===== src/design/beam_consts.svh =====
// ------------------------------
// beamformer size constants
// lane, channel and sample widths
// weight width and fraction bits
// product and lane sum widths
// ------------------------------

`ifndef BEAM_CONSTS_SVH
`define BEAM_CONSTS_SVH

// complex samples carried per beat on each channel
`define BEAM_LANES 8
// antenna channels combined into one beam
`define BEAM_CHANNELS 4
// width of one real or imaginary sample part
`define BEAM_SAMPLE_W 16
// width of one real or imaginary weight part
`define BEAM_WEIGHT_W 8
// the weight is Q1.7, so 127 is just under unity gain
`define BEAM_WEIGHT_FRAC 7
// sample times weight needs the sum of both widths
`define BEAM_PROD_W 24
// four 16-bit terms need two bits of growth before the wrap
`define BEAM_SUM_W 18
// index width for picking one of the channels
`define BEAM_CH_SEL_W 2

`endif


===== src/design/beam_pkg.sv =====
// ------------------------------
// beamformer shared types
// sample, beat and weight types
// per-beat control struct
// ------------------------------

`include "beam_consts.svh"

package beam_pkg;

    // one signed real or imaginary sample part
    typedef logic signed [`BEAM_SAMPLE_W-1:0] sample_t;

    // one complex sample with re in the upper half of the 32 bits
    typedef struct packed {
        sample_t re;
        sample_t im;
    } cplx_sample_t;

    // one channel's beat and also the combined output beam
    typedef cplx_sample_t [`BEAM_LANES-1:0] beat_t;

    // every channel's beat taken together on one strobe
    typedef beat_t [`BEAM_CHANNELS-1:0] array_beat_t;

    // one signed real or imaginary weight part
    typedef logic signed [`BEAM_WEIGHT_W-1:0] weight_t;

    // one complex weight applied to a whole channel
    typedef struct packed {
        weight_t re;
        weight_t im;
    } cplx_weight_t;

    // the weights of all channels indexed by channel number
    typedef cplx_weight_t [`BEAM_CHANNELS-1:0] weight_set_t;

    // control that moves beside the data through every pipeline stage
    // last marks the final beat of a frame and only counts while valid is high
    typedef struct packed {
        logic valid;
        logic last;
    } beat_ctl_t;

endpackage


===== src/design/beam_weight_regs.sv =====
// ------------------------------
// channel weight register block
// one complex weight per channel
// written by a select and strobe
// ------------------------------

`timescale 1ns/1ns

`include "beam_consts.svh"

module beam_weight_regs (
    input  logic                       clock,
    input  logic                       resetn,
    // write strobe that sets one entry per cycle
    input  logic                       weight_we,
    input  logic [`BEAM_CH_SEL_W-1:0]  weight_sel,
    input  beam_pkg::cplx_weight_t     weight_value,
    // all weights as read by the weighting stage
    output beam_pkg::weight_set_t      weights
);

    // the register block is small enough to live as a flat set of flops
    // next to the multipliers, so the weighting stage sees every entry at once
    //
    // a zero weight mutes its channel, so after reset the beam output is zero
    // until software loads a set of weights
    //
    // the write lands at the edge that samples weight_we, and the weighting
    // stage reads the stored value at the next edge, so a beat sampled one
    // cycle after the write already uses the new weight
    always_ff @(posedge clock) begin
        if (!resetn) begin
            weights <= '0;
        end else if (weight_we) begin
            // only the selected channel changes while the others keep their value
            weights[weight_sel] <= weight_value;
        end
    end

endmodule


===== config.mk =====
export PLATFORM = sky130hd
export DESIGN_NAME = beam_weight_regs
export DESIGN_NICKNAME = d
export VERILOG_FILES = /design/src/design/beam_pkg.sv /design/src/design/beam_weight_regs.sv
export VERILOG_INCLUDE_DIRS = /design/src /design/src/design
export SDC_FILE = /design/constraint.sdc
export NUM_CORES = 1
export LEC_CHECK = 0
export BUFFER_PORTS_ARGS = -buffer_cell sky130_fd_sc_hd__buf_2
export CAP_MARGIN = 5
export CELL_PAD_IN_SITES_DETAIL_PLACEMENT = 1
export CELL_PAD_IN_SITES_GLOBAL_PLACEMENT = 2
export CORE_ASPECT_RATIO = 0.8
export CORE_MARGIN = 3
export CORE_UTILIZATION = 26
export CTS_CLUSTER_SIZE = 8
export DETAILED_ROUTE_END_ITERATION = 6
export PLACE_DENSITY_LB_ADDON = 0.1
export SETUP_SLACK_MARGIN = 0.15
export SYNTH_ARGS = -nofsm -noshare
export SYNTH_HDL_FRONTEND = slang
export SYNTH_SLANG_ARGS = --single-unit

===== constraint.sdc =====
create_clock -name clock -period 0.8 [get_ports clock]
set_input_delay 0.04 -clock clock [delete_from_list [all_inputs] [get_ports clock]]
set_output_delay 0.04 -clock clock [all_outputs]
set_load 0.005 [all_outputs]

==> flow_metrics.tcl, run 1 <==
set metrics [dict create \
    status "finished with violations" \
    violations "setup timing" \
    syn_nets 249 \
    avgSynthCellArea_sq_um 10.4 \
    yosys_warnings 0 \
    syn-cell-area_sq_um 2370 \
    worst_slack_ps -27.4 \
    arrival_ps 790 \
    power.share.combinational_pct 9.1 \
    critPathSlowestCell "dfxtp_2" \
    worst_slew_pin_slew_ps 215 \
    die-area_sq_um 10300 \
    initial_core_util_pct 27.3 \
    grtUsageTotal_pct 14.0 \
    route.detailed.drc 0 \
    port_buffers 84 \
    path_max_fanout 2 \
    power.switching_mw 1.77 \
    grt.overflow.total 0 \
    ioPinCount 85 \
    yosysTopAreaCell "dfxtp_1" \
    numClockSinks 64 \
    synth_cell_type_count 11 \
    place.gp.congestion 0.676 \
    power_density_nw_per_um2 2090 \
    relSlewSlack_pct 85.7 \
    fin_nets 352 \
    synth-seq-area-share_pct 54.1 \
    cts_tree "done" \
    post_drt_wl_per_cell_um 15.0 \
    ys_seq_elements 64 \
    post_dp_cell_area_sq_um 3000 \
    cts-buffers-inserted 9 \
    p_clk_share_pct 46.3 \
    endpoint_kind "output port" \
    startpoint_type "flip-flop" \
    grt_max_degree 29 \
    insertion_delay_ps 330 \
    drive_gt1_share_pct 58.9 \
    synth_most_common_cell "nand2_1" \
    holdCritPathClass "primary input to flip-flop" \
    fillers 981 \
    top_register "weights" \
    rows 30 \
    cap_violations 0 \
    switching_share_pct 23.2 \
    slowest_delay_ps 360 \
    fin_crit_sh_pct 103 \
    synth-async-reset-ratio_pct 0 \
    largest_register_ffs 64 \
    grt_pass1_vias 2100 \
    path_cells "buf_6" \
    seqCellArea_sq_um 1360 \
    maxSlewViolCount 0 \
    crit_buf_inv 1 \
    drt-total-wl_um 6710 \
    tns_ps -239 \
    diodes 0 \
    antenna_left 0 \
    antenna_found_initial 0 \
    rsz0062_at_grt "yes" \
    synth_cells 228 \
    die_w_um 113 \
    setup_viol 35 \
    fin_skew_ps 0 \
    p_leak_nw 1.87 \
    hold_violations 0 \
    biggestRegsByFlops "weights x64" \
    fin_util_pct 42.0 \
    power_frac_seq_pct 44.6 \
    synth.area.top_cells "dfxtp_1 54%, mux2i_1 27%, nand2_1 13%, buf_6 1.4%, buf_4 0.95%" \
    root_buffer "clkbuf_16" \
    die-height_um 91.4 \
    period_minus_slack_ps 827 \
    ctsHoldBuffers 0 \
    drtIter0Drc 53 \
    synth_enable_flop_cells 0 \
    synth_common_cells "80 x nand2_1, 64 x dfxtp_1, 64 x mux2i_1" \
    floorplan.core_area_sq_um 8670 \
    area_growth_pct 53.9 \
    vias_per_cell 4.32 \
    crit_type "flip-flop to output port" \
    multi_input_area_sq_um 1010 \
    via_count 1937 \
    crit_required_ps 760 \
    h-tree-depth 3 \
    design_area_sq_um 3640 \
    dpl.hpwl_um 4610 \
    fmax_ghz 1.21 \
    cts.path.max_buffers 2 \
    hold_slack_ps 34.9 \
    grt_pass1_wl_um 11100 \
    dr.pass1.iters 4 \
    clkSlewWorstSetupHoldPaths_ps 50 \
    place_ws_ps -93.1 \
    synth_top_area_share_pct 54.1 \
    path_delay_family "flip-flops" \
    peakVddDrop_v 0.000937 \
    internal_power_mw 5.85 \
    synth-main-ff-cell "dfxtp_1" \
]
-- path summary, 6_finish.rpt --
path,from,end,slack (ps),cells after the start
max,weights[60]$_SDFFE_PN0P_,weights[60],-30,1
min,weight_value[8],weights[24]$_SDFFE_PN0P_,30,3
max reg2reg,weights[9]$_SDFFE_PN0P_,weights[9]$_SDFFE_PN0P_,110,3
min reg2reg,weights[39]$_SDFFE_PN0P_,weights[39]$_SDFFE_PN0P_,450,2
-- cell type report --
class,count,area share [%]
multi-input combinational,148,27.7
timing repair buffer,108,23.8
tap,112,3.84
clock inverter,4,0.549
clock buffer,12,6.76
sequential,64,37.3
-- placed cells by master (no fill, tap or decap), drive strengths merged --
master,count
mux2i,64
dfxtp,64
nor3b,1
nand3,1
nand3b,2
buf,108
clkinv,4
nand2,80
clkbuf,12
-- through the flow --
step                std cells  total power, mW
floorplan                 228             3.74
global placement          419             4.04
detailed placement        419             4.05
CTS                       442             7.70
global route              448             8.01
finish                    448             7.62
-- what timing repair did --
item,in CTS,in global routing
endpoints found under the setup margin,64,75
resized for setup,74,31
hold endpoints to repair,0,0
setup buffers,7,6
-- routing by layer --
layer | routed length, um | share of wire [%] | global-route usage (%) | vias up
met5 | 0 | 0 | 0 | -
met4 | 85 | 1.3 | 5.11 | 0
met1 | 3160 | 47 | 17.9 | 920
met2 | 3010 | 45 | 20.7 | 52
li1 | - | - | - | 957
met3 | 451 | 6.7 | 6.13 | 8
-- power by group through the flow --
stage	Combinational (mW)	Sequential [mW]	Clock, mW
6_report	0.695	3.40	3.53
3_3_place_gp	0.608	3.43	0
4_1_cts	0.657	3.39	3.65
5_1_grt	0.769	3.41	3.83
3_5_place_dp	0.616	3.43	0
2_1_floorplan	0.306	3.43	0
-- cells by family (layout without fill, tap and decap cells) --
logic type,count (synthesis),count (layout),synth area share (%)
flops,64,64,54.1
simple gates,84,84,14.3
mux,64,64,27.0
buf+inv,16,124,4.60
Note: power is estimated with default switching activity, not from simulation.
==> run 2: changes to the inputs <==
--- a/config.mk
+++ b/config.mk
@@ -6,14 +6,15 @@
 export SDC_FILE = /design/constraint.sdc
 export NUM_CORES = 1
 export LEC_CHECK = 0
+export ABC_AREA = 1
 export BUFFER_PORTS_ARGS = -buffer_cell sky130_fd_sc_hd__buf_2
 export CAP_MARGIN = 5
 export CELL_PAD_IN_SITES_DETAIL_PLACEMENT = 1
 export CELL_PAD_IN_SITES_GLOBAL_PLACEMENT = 2
 export CORE_ASPECT_RATIO = 0.8
 export CORE_MARGIN = 3
-export CORE_UTILIZATION = 26
-export CTS_CLUSTER_SIZE = 8
+export CORE_UTILIZATION = 23
+export CTS_CLUSTER_SIZE = 16
 export DETAILED_ROUTE_END_ITERATION = 6
 export PLACE_DENSITY_LB_ADDON = 0.1
 export SETUP_SLACK_MARGIN = 0.15
==> flow_metrics.tcl, run 2 <==
set metrics [dict create \
    floorplan.core_area_sq_um 11100 \
    setup_viol 27 \
    cap_violations 0 \
    yosysTopAreaCell "dfxtp_1" \
    route.detailed.drc 0 \
    dr.pass1.iters 4 \
    cts.path.max_buffers 2 \
    power_density_nw_per_um2 2130 \
    path_delay_family "flip-flops" \
    crit_buf_inv 1 \
    arrival_ps 770 \
    power_frac_seq_pct 40.2 \
    rows 34 \
    maxSlewViolCount 0 \
    largest_register_ffs 64 \
    diodes 0 \
    switching_share_pct 23.5 \
    holdCritPathClass "primary input to flip-flop" \
    numClockSinks 64 \
    power.share.combinational_pct 12.3 \
    h-tree-depth 3 \
    initial_core_util_pct 24.0 \
    grt_max_degree 33 \
    post_dp_cell_area_sq_um 3380 \
    p_clk_share_pct 47.4 \
    relSlewSlack_pct 85.8 \
    dp.cells 628 \
    crit_required_ps 760 \
    slowest_delay_ps 330 \
    peakVddDrop_v 0.000892 \
    yosys_warnings 0 \
    cts-buffers-inserted 9 \
    die-height_um 102 \
    fmax_ghz 1.23 \
    drive_gt1_share_pct 41.5 \
    path_cells "buf_2" \
    period_minus_slack_ps 813 \
    ys_seq_elements 64 \
    mostFrequentLayoutCells "110 x nor2_1, 105 x nand2_1, 64 x dfxtp_2" \
    avgSynthCellArea_sq_um 6.42 \
    grt_pass1_wl_um 13500 \
    biggestRegsByFlops "weights x64" \
    synth-async-reset-ratio_pct 0 \
    fin_crit_sh_pct 102 \
    power.switching_mw 2.05 \
    p_leak_nw 2.19 \
    root_buffer "clkbuf_16" \
    post_drt_wl_per_cell_um 12.7 \
    top_register "weights" \
    synth_common_cells "113 x nor2_1, 112 x nand2_1, 66 x inv_1" \
    port_buffers 84 \
    violations "hold timing, setup timing" \
    clkSlewWorstSetupHoldPaths_ps 50 \
    worst_slew_pin_slew_ps 213 \
    ioPinCount 85 \
    drt-total-wl_um 8280 \
    startpoint_type "flip-flop" \
    via_count 2659 \
    syn-cell-area_sq_um 2650 \
    hold_slack_ps -0.577 \
    fin_skew_ps 0 \
    path_max_fanout 2 \
    synth-seq-area-share_pct 48.3 \
    worst_slack_ps -12.9 \
    final-instance-count-excl-fill 652 \
    hold_violations 1 \
    place.gp.congestion 0.730 \
    antenna_found_initial 0 \
    vias_per_cell 4.08 \
    drtIter0Drc 94 \
    status "finished with violations" \
    fillers 1352 \
    fin_nets 524 \
    die_w_um 126 \
    design_area_sq_um 4080 \
    grtUsageTotal_pct 13.5 \
    die-area_sq_um 12900 \
    grt_pass1_vias 2720 \
    antenna_left 0 \
    endpoint_kind "output port" \
    synth_most_common_cell "nor2_1" \
    crit_type "flip-flop to output port" \
    synth_cell_type_count 9 \
    synth_enable_flop_cells 0 \
    synth_top_area_share_pct 48.3 \
    p_total_mw 8.70 \
    critPathSlowestCell "dfxtp_2" \
    syn_nets 434 \
    grt.overflow.total 0 \
    synth_cells 413 \
    place_ws_ps -63.8 \
    rsz0062_at_grt "yes" \
    dpl.hpwl_um 5820 \
    synth.area.top_cells "dfxtp_1 48%, nor2_1 16%, nand2_1 16%, inv_1 9.3%, nand3_1 3.6%" \
    area_growth_pct 53.8 \
    internal_power_mw 6.65 \
    synth-main-ff-cell "dfxtp_1" \
    final_common_cell "nor2_1" \
    insertion_delay_ps 330 \
    cts_tree "done" \
]
==> run 2: cell types whose count changed after synthesis, moves of 16 or more <==
cell	before	now
nor2_1	0	113
inv_1	0	66
nand2_1	80	112
mux2i_1	64	0
a21oi_1	0	16
nand3_1	0	19
==> run 2: path summary, 6_finish.rpt <==
| kind | startpoint | endpoint | slack [ps] | cells past startpoint |
|---|---|---|---|---|
| max reg2reg | weights[25]$_SDFFE_PN0P_ | weights[25]$_SDFFE_PN0P_ | 70 | 5 |
| min | weight_value[3] | weights[35]$_SDFFE_PN0P_ | -0.6 | 3 |
| min reg2reg | weights[7]$_SDFFE_PN0P_ | weights[7]$_SDFFE_PN0P_ | 470 | 2 |
| max | weights[35]$_SDFFE_PN0P_ | weights[35] | -10 | 1 |
==> run 2: cell type report <==
class                   instances  area, sq um  share of cell area [%]
well taps                     144          180                    4.42
flip-flops and latches         64         1360                    33.4
clock buffers                  14          284                    6.96
inverters                      66          248                    6.07
repair buffers                102          871                    21.3
multi-input cells             260         1100                    27.0
clock inverters                 2         35.0                   0.859
==> run 2: cells by family after synthesis <==
logic type / after synthesis / synth area share [%]
simple gates: 244 / 35.4
buf+inv: 89 / 13.3
flops: 64 / 48.3
compound gates: 16 / 3.02
==> run 2: repair_timing <==
action / in CTS / in global routing
setup buffers: 2 / 6
endpoints found under the setup margin: 67 / 96
pin swaps: 2 / 17
hold buffers: 0 / 0
gates resized for setup: 73 / 51
==> run 2: power groups by stage <==
stage          combinational (mW)  sequential (mW)  clock [mW]
6_report                     1.07             3.50        4.13
5_1_grt                      1.23             3.52        4.41
4_1_cts                     0.987             3.48        4.28
3_5_place_dp                0.947             3.52           0
3_3_place_gp                0.921             3.51           0
2_1_floorplan               0.500             3.52           0
==> run 2: metrics by stage <==
step / utilization (%) / TNS [ps]
after floorplan: - / 0
after CTS: 34.7 / -1310
final: 36.9 / -172
after detailed placement: 30.5 / -1500
after global placement: 30.5 / -517
after global routing: 36.9 / -2050
==> run 2: routing by layer <==
layer / up-vias / part of all wire, % / GRT usage, %
li1: 1377 / - / -
met5: - / 0 / 0
met3: 10 / 5.3 / 4.75
met1: 1218 / 44 / 15.5
met2: 54 / 49 / 23.4
met4: 0 / 1.6 / 4.95
