--- config.mk ---
export PLATFORM = sky130hd
export DESIGN_NAME = beam_summer
export DESIGN_NICKNAME = d
export VERILOG_FILES = /design/src/design/beam_pkg.sv /design/src/design/beam_summer.sv
export VERILOG_INCLUDE_DIRS = /design/src /design/src/design
export SDC_FILE = /design/constraint.sdc
export NUM_CORES = 1
export LEC_CHECK = 0
export ABC_AREA = 1
export ABC_CLOCK_PERIOD_IN_PS = 3700
export BUFFER_PORTS_ARGS = -buffer_cell sky130_fd_sc_hd__buf_2
export CAP_MARGIN = 25
export CORE_AREA = 2 2 507 509
export CTS_CLUSTER_DIAMETER = 100
export DETAILED_ROUTE_END_ITERATION = 8
export DIE_AREA = 0 0 509 511
export REMOVE_ABC_BUFFERS = 1
export SYNTH_ARGS = -nofsm -noshare
export SYNTH_HDL_FRONTEND = slang
export SYNTH_SLANG_ARGS = --single-unit
export TNS_END_PERCENT = 20
--- constraint.sdc ---
create_clock -name clock -period 3.7 [get_ports clock]
set_clock_uncertainty 0.05 [all_clocks]
set_input_delay 0.74 -clock clock [delete_from_list [all_inputs] [get_ports clock]]
set_output_delay 0.74 -clock clock [all_outputs]
set_load 0.02 [all_outputs]
--- src/design/beam_consts.svh ---
// ------------------------------
// beamformer size constants
// lane, channel and sample widths
// weight width and fraction bits
// product and lane sum widths
// ------------------------------

`ifndef BEAM_CONSTS_SVH
`define BEAM_CONSTS_SVH

// complex samples carried per beat on each channel
`define BEAM_LANES 8
// antenna channels combined into one beam
`define BEAM_CHANNELS 4
// width of one real or imaginary sample part
`define BEAM_SAMPLE_W 16
// width of one real or imaginary weight part
`define BEAM_WEIGHT_W 8
// the weight is Q1.7, so 127 is just under unity gain
`define BEAM_WEIGHT_FRAC 7
// sample times weight needs the sum of both widths
`define BEAM_PROD_W 24
// four 16-bit terms need two bits of growth before the wrap
`define BEAM_SUM_W 18
// index width for picking one of the channels
`define BEAM_CH_SEL_W 2

`endif

--- src/design/beam_pkg.sv ---
// ------------------------------
// beamformer shared types
// sample, beat and weight types
// per-beat control struct
// ------------------------------

`include "beam_consts.svh"

package beam_pkg;

    // one signed real or imaginary sample part
    typedef logic signed [`BEAM_SAMPLE_W-1:0] sample_t;

    // one complex sample with re in the upper half of the 32 bits
    typedef struct packed {
        sample_t re;
        sample_t im;
    } cplx_sample_t;

    // one channel's beat and also the combined output beam
    typedef cplx_sample_t [`BEAM_LANES-1:0] beat_t;

    // every channel's beat taken together on one strobe
    typedef beat_t [`BEAM_CHANNELS-1:0] array_beat_t;

    // one signed real or imaginary weight part
    typedef logic signed [`BEAM_WEIGHT_W-1:0] weight_t;

    // one complex weight applied to a whole channel
    typedef struct packed {
        weight_t re;
        weight_t im;
    } cplx_weight_t;

    // the weights of all channels indexed by channel number
    typedef cplx_weight_t [`BEAM_CHANNELS-1:0] weight_set_t;

    // control that moves beside the data through every pipeline stage
    // last marks the final beat of a frame and only counts while valid is high
    typedef struct packed {
        logic valid;
        logic last;
    } beat_ctl_t;

endpackage

--- src/design/beam_summer.sv ---
// ------------------------------
// beam summer
// adds the weighted channels
// per lane into one output beam
// ------------------------------

`timescale 1ns/1ns

`include "beam_consts.svh"

module beam_summer (
    input  logic                   clock,
    input  logic                   resetn,
    // weighted beat of every channel
    input  beam_pkg::beat_ctl_t    weighted_ctl,
    input  beam_pkg::array_beat_t  weighted_data,
    // combined beam one cycle behind the weighted beat
    output beam_pkg::beat_ctl_t    out_ctl,
    output beam_pkg::beat_t        out_data
);

    // lane sums with two guard bits, so the four-term add itself cannot overflow
    logic signed [`BEAM_SUM_W-1:0] sum_re [`BEAM_LANES];
    logic signed [`BEAM_SUM_W-1:0] sum_im [`BEAM_LANES];

    // the samples are signed, so each term is sign extended into the sum width
    always_comb begin
        for (int ln = 0; ln < `BEAM_LANES; ln++) begin
            sum_re[ln] = '0;
            sum_im[ln] = '0;
            for (int ch = 0; ch < `BEAM_CHANNELS; ch++) begin
                sum_re[ln] = sum_re[ln] + weighted_data[ch][ln].re;
                sum_im[ln] = sum_im[ln] + weighted_data[ch][ln].im;
            end
        end
    end

    // output control is cleared on reset so no beat leaves before the first input
    always_ff @(posedge clock) begin
        if (!resetn) begin
            out_ctl <= '0;
        end else begin
            out_ctl <= weighted_ctl;
        end
    end

    // only the low sample width is kept, so a large sum wraps around
    // the data only loads on a valid beat and is don't-care in gaps
    always_ff @(posedge clock) begin
        if (weighted_ctl.valid) begin
            for (int ln = 0; ln < `BEAM_LANES; ln++) begin
                out_data[ln].re <= sum_re[ln][`BEAM_SAMPLE_W-1:0];
                out_data[ln].im <= sum_im[ln][`BEAM_SAMPLE_W-1:0];
            end
        end
    end

endmodule

==> impl_results.md, run 1 <==
- Count leader, synth: inv_1
- Placer Congestion: 1.04
- Via count: 35,300
- Via/cell ratio: 3.61
- Synthesized flop and latch total: 258
- Worst hold endpoint: out_ctl[0]$_SDFF_PN0_
- CP Data Required Time: 4050 ps
- Highest routed layer: met5
- Post-route ant nets: 0
- Post-synth EDFFs: 256
- Leak pwr: 28.6 nW
- Layout Area Growth over Synthesis: 34.7%
- Crit path max-delay family: adder cells
- Compound-gate portion of the synthesized area: 0.0265
- Crit-path max FO: 4
- Least-Margin Pin Slew: 598 ps
- Synth area leader: fa_1
- Routed wire length: 208,000 µm
- Die height: 511 µm
- Core footprint: 255,000 µm²
- Iteration-0 DRC Markers: 2,437
- Detail Route met3 WL: 28,900 µm
- Vias in the first global route: 34,200
- Die width: 509 µm
- Setup_tns: 0 ps
- Critical path type: in -> reg
- Crit path launch type: input port
- Nets@finish: 8,020
- Syn Inst Count: 4,908
- Port bufs: 1,285
- WP data arrival: 3330 ps
- Pin count of the biggest net entering global routing: 78
- Syn. warnings: 0
- Synth top area cells: fa_1 (26%), edfxtp_1 (21%), inv_1 (18%)
- Max-Cap Viols: 0
- Clock buffer depth: 3
- Final period demand of the worst path: 2980 ps
- Top post-synthesis cells by count: inv_1 (1,781), nand2_1 (1,272), fa_1 (480)
- Post-synthesis simple-gate area fraction: 0.204
- Hold buffer count at CTS: 0
- Layout cells sized above 1: 0.226
- Final setup violating endpoints: 0
- Final hold viol count: 0
- Drt drc: 0
- Worst hold start: weighted_ctl[0]
- Rel. slew slack: 0.602
- Crit. End Element: register
- Non-filler instance count after layout: 9,786
- Power per cell area: 527 nW/µm²
- Asr flop ratio synth: 0
- Placed cells: 9,609
- Initial Utilization: 0.143
- Synth Area in Adders: 0.345
- Xor/xnor share of the synthesized area: 0.0311
- Htree depth: 2
- M1 WL: 78,400 µm
- Clk sink count: 258
- Library cells used by synthesis: 20
- Io pins: 1,286
- Mux share of post-synthesis cell area: 0
- Hold Path Depth: 3
- Fmax: 335 MHz
- Synth top area share: 0.263
- Fin crit share: 0.806
- Worst Setup Slack, final: 718 ps
- Crit path buf inv count: 1
- Resized Gates After CTS: 0
- Critical-path cell list: buf_2 -> fa_1 -> fa_1 -> ha_1 -> fa_1 -> nand3_1 -> nand2_1 -> nand3_1 -> nand3_1 -> nand2_1 -> nand2_1
- RSZ-0062 raised after global routing: no
- CTS buffer count: 45
- Mean Syn Cell Area: 7.46 µm²
- GRT Util Overall: 0.156
- Detail Route met2 WL: 90,100 µm
- Largest family of logic cells by synthesized area: adder cells
- Synth Cell Area: 36,600 µm²
- Outcome: complete, no violations
- CTS root buf: clkbuf_16
- Initial antenna violation count: 279
- VDD IR max: 0.304 mV
- Ys flop type: edfxtp_1
- Std cell rows: 186
- First-pass GRT wire length: 275,000 µm
- Slew Limit Fails: 0
- CP max stage delay: 570 ps
- Setup WS pre-CTS: 72.2 ps
- Slowest cell on the critical path: fa_1
- Post-CTS setup buffer count: 0
- Grt total ovfl: 0
- Sequential area share after synthesis: 0.211
- Post-DR wirelength/cell: 21.3 µm
- First-pass DRT Iterations: 6
- Worst hold path type: in -> reg
- CTS tree: built
- Detailed Place HPWL: 192,000 µm
- Clock-pin slew on the worst setup and hold paths: 60 ps
- Die ar.: 260,000 µm²
==> flip-flops by register name, indices dropped and copies added, names as in the netlist <==
name,flops
out_data,256
out_ctl,2
==> tightest hold or removal path, cell delays in order <==
cell	delay, ps
buf_2	70
nand2_1	40
inv_1	40
==> how the worst max path moves through the flow <==
stage,start,endpoint,slack [ps],depth (start not counted)
final,weighted_data[208],out_data[221]$_DFFE_PP_,720,11
after global routing,weighted_data[737],out_data[237]$_DFFE_PP_,590,13
after CTS,weighted_data[737],out_data[237]$_DFFE_PP_,800,13
after detailed placement,weighted_data[737],out_data[237]$_DFFE_PP_,70,13
after global placement,weighted_data[737],out_data[237]$_DFFE_PP_,50,13
after floorplan,weighted_data[225],out_data[237]$_DFFE_PP_,480,12
==> cells in the final DEF (no fill, tap or decap), drive strengths merged <==
cell type,Yosys,layout
inv,1781,1787
buf,0,1317
nand2,1297,1297
fa,480,480
edfxtp,256,256
ha,240,240
nor2,228,228
nand3,216,216
a21oi,159,159
diode,0,97
xor2,84,84
nand4,61,61
clkbuf,0,51
xnor2,46,46
and2,27,27
clkinv,0,16
o21bai,14,14
o21ai,12,12
nor3,5,5
bufinv,0,4
clkinvlp,0,3
dfxtp,2,2
==> power by group <==
part	total [mW]	switching [mW]	leakage, nW	internal (mW)
Combinational	16.1	10.6	25.4	5.47
Sequential	5.55	0.497	2.52	5.05
Clock	4.39	1.88	0.698	2.51
==> metal layers <==
| metal | global-route usage | vias up |
|---|---|---|
| met3 | 0.0824 | 564 |
| met5 | 0.00407 | - |
| met1 | 0.177 | 15900 |
| li1 | - | 17000 |
| met2 | 0.246 | 1804 |
| met4 | 0.0598 | 150 |
==> stage by stage <==
| stage | cell area, µm² | utilization | hold slack, ps | total power [mW] |
|---|---|---|---|---|
| after floorplan | 36600 | - | 783 | 15.6 |
| after global placement | 47600 | 0.187 | 871 | 21.7 |
| after detailed placement | 47600 | 0.187 | 884 | 21.7 |
| after CTS | 49000 | 0.192 | 120 | 26.4 |
| after global routing | 49200 | 0.193 | 174 | 28.3 |
| final | 49300 | 0.193 | 228 | 26.0 |
==> area by class of cell <==
cell class              instances  area (µm²)
fillers                     28900      206000
well taps                    3384        4230
repair buffers               1317        6780
diodes                         97         243
multi-input cells            2869       22200
clock buffers                  51        1150
flip-flops and latches        258        7730
inverters                    1781        6690
clock inverters                29         284
==> cells by family (layout without fill, tap and decap cells) <==
group / after synthesis / in the layout
and+or+nand+nor: 1834 / 1834
buffers and inverters: 1781 / 3178
adders and majority gates: 720 / 720
DFF: 258 / 258
AOI/OAI and AO/OA: 185 / 185
xor gates and xnor gates: 130 / 130
other: 0 / 97
(Power assumes the default switching activity.)
==> run 2: changes to the inputs <==
ABC_CLOCK_PERIOD_IN_PS = 3000   (was 3700)
clock period = 3 ns   (was 3.7 ns; I/O delays follow)
==> impl_results.md, run 2 (synthesis gave the netlist of run 1 again) <==
- Power per cell area: 669 nW/µm²
- RSZ-0062 raised after global routing: no
- Crit. End Element: register
- CTS tree: built
- Most common cell after layout, fill and taps aside: inv_1
- Io pins: 1,286
- CTS buffer count: 45
- Worst hold path type: in -> reg
- Fraction of power consumed by combinational cells: 0.643
- Detailed Place HPWL: 196,000 µm
- Iteration-0 DRC Markers: 2,523
- Outcome: complete, no violations
- Routed wire length: 212,000 µm
- Crit path launch type: input port
- Die height: 511 µm
- Setup WS pre-CTS: -618 ps
- Leak pwr: 30.5 nW
- First-pass GRT wire length: 281,000 µm
- Via count: 36,700
- Die width: 509 µm
- Htree depth: 2
- Clock buffer depth: 3
- Pin count of the biggest net entering global routing: 48
- First-pass DRT Iterations: 5
- Clock-pin slew on the worst setup and hold paths: 60 ps
- Final setup violating endpoints: 0
- DP Area: 50,500 µm²
- CTS root buf: clkbuf_16
- Layout Area Growth over Synthesis: 42.9%
- Fillcell total: 29,100
- Crit-path max FO: 3
- Max-Cap Viols: 0
- CP Data Required Time: 3340 ps
- Final period demand of the worst path: 2820 ps
- Core footprint: 255,000 µm²
- Crit path launch: weighted_data[561]
- Least-Margin Pin Slew: 459 ps
- VDD IR max: 0.339 mV
- Crit path capture: out_data[55]$_DFFE_PP_
- Hold Path Depth: 2
- CP max stage delay: 460 ps
- Number of flip-flops in the largest register: 256
- Slew Limit Fails: 0
- Finished Cell Area: 52,300 µm²
- Placer Congestion: 1.03
- Initial antenna violation count: 284
- Nets@finish: 8,389
- Post-route ant nets: 0
- Pint: 18.4 mW
- Vias in the first global route: 35,600
- Commonest cells after routing, fill and taps aside: inv_1 (1,781), buf_2 (1,284), nand2_1 (1,272)
- Via/cell ratio: 3.61
- Layout cells sized above 1: 0.269
- GRT Util Overall: 0.159
- Fin crit share: 0.941
- Fmax: 354 MHz
- Setup_tns: 0 ps
- Critical path type: in -> reg
- Port bufs: 1,285
- Biggest register: out_data
- Slowest cell on the critical path: fa_2
- Final hold viol count: 0
- Top flop regs: out_data x256, out_ctl x2
- Sequential Power Share: 0.195
- Std cell rows: 186
- WP data arrival: 3160 ps
- Post-DR wirelength/cell: 20.9 µm
- Clock power frac: 0.162
- Total power draw: 35.0 mW
- Smallest hold slack: 189 ps
- Sw Ratio: 0.474
- Drt drc: 0
- Grt total ovfl: 0
- Sw Pwr: 16.6 mW
- Rel. slew slack: 0.693
- Clk sink count: 258
- Critical-path cell list: buf_2 -> inv_1 -> buf_12 -> fa_1 -> inv_1 -> fa_1 -> ha_1 -> fa_2 -> nand4_1 -> nand2_1 -> buf_4 -> xor2_1
- Initial Utilization: 0.143
- Post-CTS setup buffer count: 0
- Worst Setup Slack, final: 177 ps
- Die ar.: 260,000 µm²
-- run 2: changes by cell type in the layout (fill, tap and decap cells not counted), sizes merged --
cell and delta:
buf +366, bufinv +2, clkinv -1, clkinvlp +2, diode -1, dlygate4sd3 +3, inv -1
-- run 2: repair_timing --
action / 4_1_cts / 5_1_grt
hold endpoints to repair: 2 / 0
hold buffers: 3 / 0
resized for setup: 0 / 1
endpoints found under the setup margin: 0 / 1
-- run 2: worst min-delay path by stage --
stage,from,end,slack [ps]
2_1_floorplan,resetn,out_ctl[0]$_SDFF_PN0_,640
3_3_place_gp,weighted_ctl[0],out_ctl[0]$_SDFF_PN0_,730
3_5_place_dp,weighted_ctl[0],out_ctl[0]$_SDFF_PN0_,740
4_1_cts,weighted_data[976],out_data[208]$_DFFE_PP_,80
5_1_grt,weighted_data[1008],out_data[240]$_DFFE_PP_,130
6_report,weighted_data[976],out_data[208]$_DFFE_PP_,190
-- run 2: critical path, delay by kind of cell --
| kind | cells | cell delay (ps) |
|---|---|---|
| xor gates and xnor gates | 1 | 140 |
| adders and majority gates | 4 | 1550 |
| buffers and inverters | 5 | 640 |
| and+or+nand+nor | 2 | 220 |
-- run 2: area by class of cell --
class	count	area (µm²)	share of cell area
multi-input combinational	2869	22200	0.424
clock inverter	31	349	0.00667
tap	3384	4230	0.0809
inverter	1781	6690	0.128
timing repair buffer	1686	9720	0.186
antenna	96	240	0.00459
clock buffer	51	1170	0.0224
sequential	258	7730	0.148
-- run 2: power groups by stage --
| stage | logic, mW | registers [mW] | clock network [mW] |
|---|---|---|---|
| floorplan | 10.6 | 8.61 | 0 |
| global placement | 22.4 | 6.92 | 0 |
| detailed placement | 22.6 | 6.90 | 0 |
| CTS | 22.7 | 6.87 | 5.95 |
| global route | 25.1 | 6.98 | 6.03 |
| finish | 22.5 | 6.83 | 5.66 |
-- run 2: routing by layer --
metal  global-route usage  routed length, µm  share of wire
met1                0.180              81000           0.38
met2                0.249              91900           0.43
met3               0.0827              28200           0.13
met4               0.0661              10200          0.048
met5                    0                915         0.0043
-- run 2: stage by stage --
| stage | cells | util |
|---|---|---|
| final | 10200 | 0.205 |
| after global routing | 10100 | 0.204 |
| after CTS | 10100 | 0.204 |
| after detailed placement | 9975 | 0.198 |
| after global placement | 9975 | 0.198 |
| after floorplan | 4908 | - |
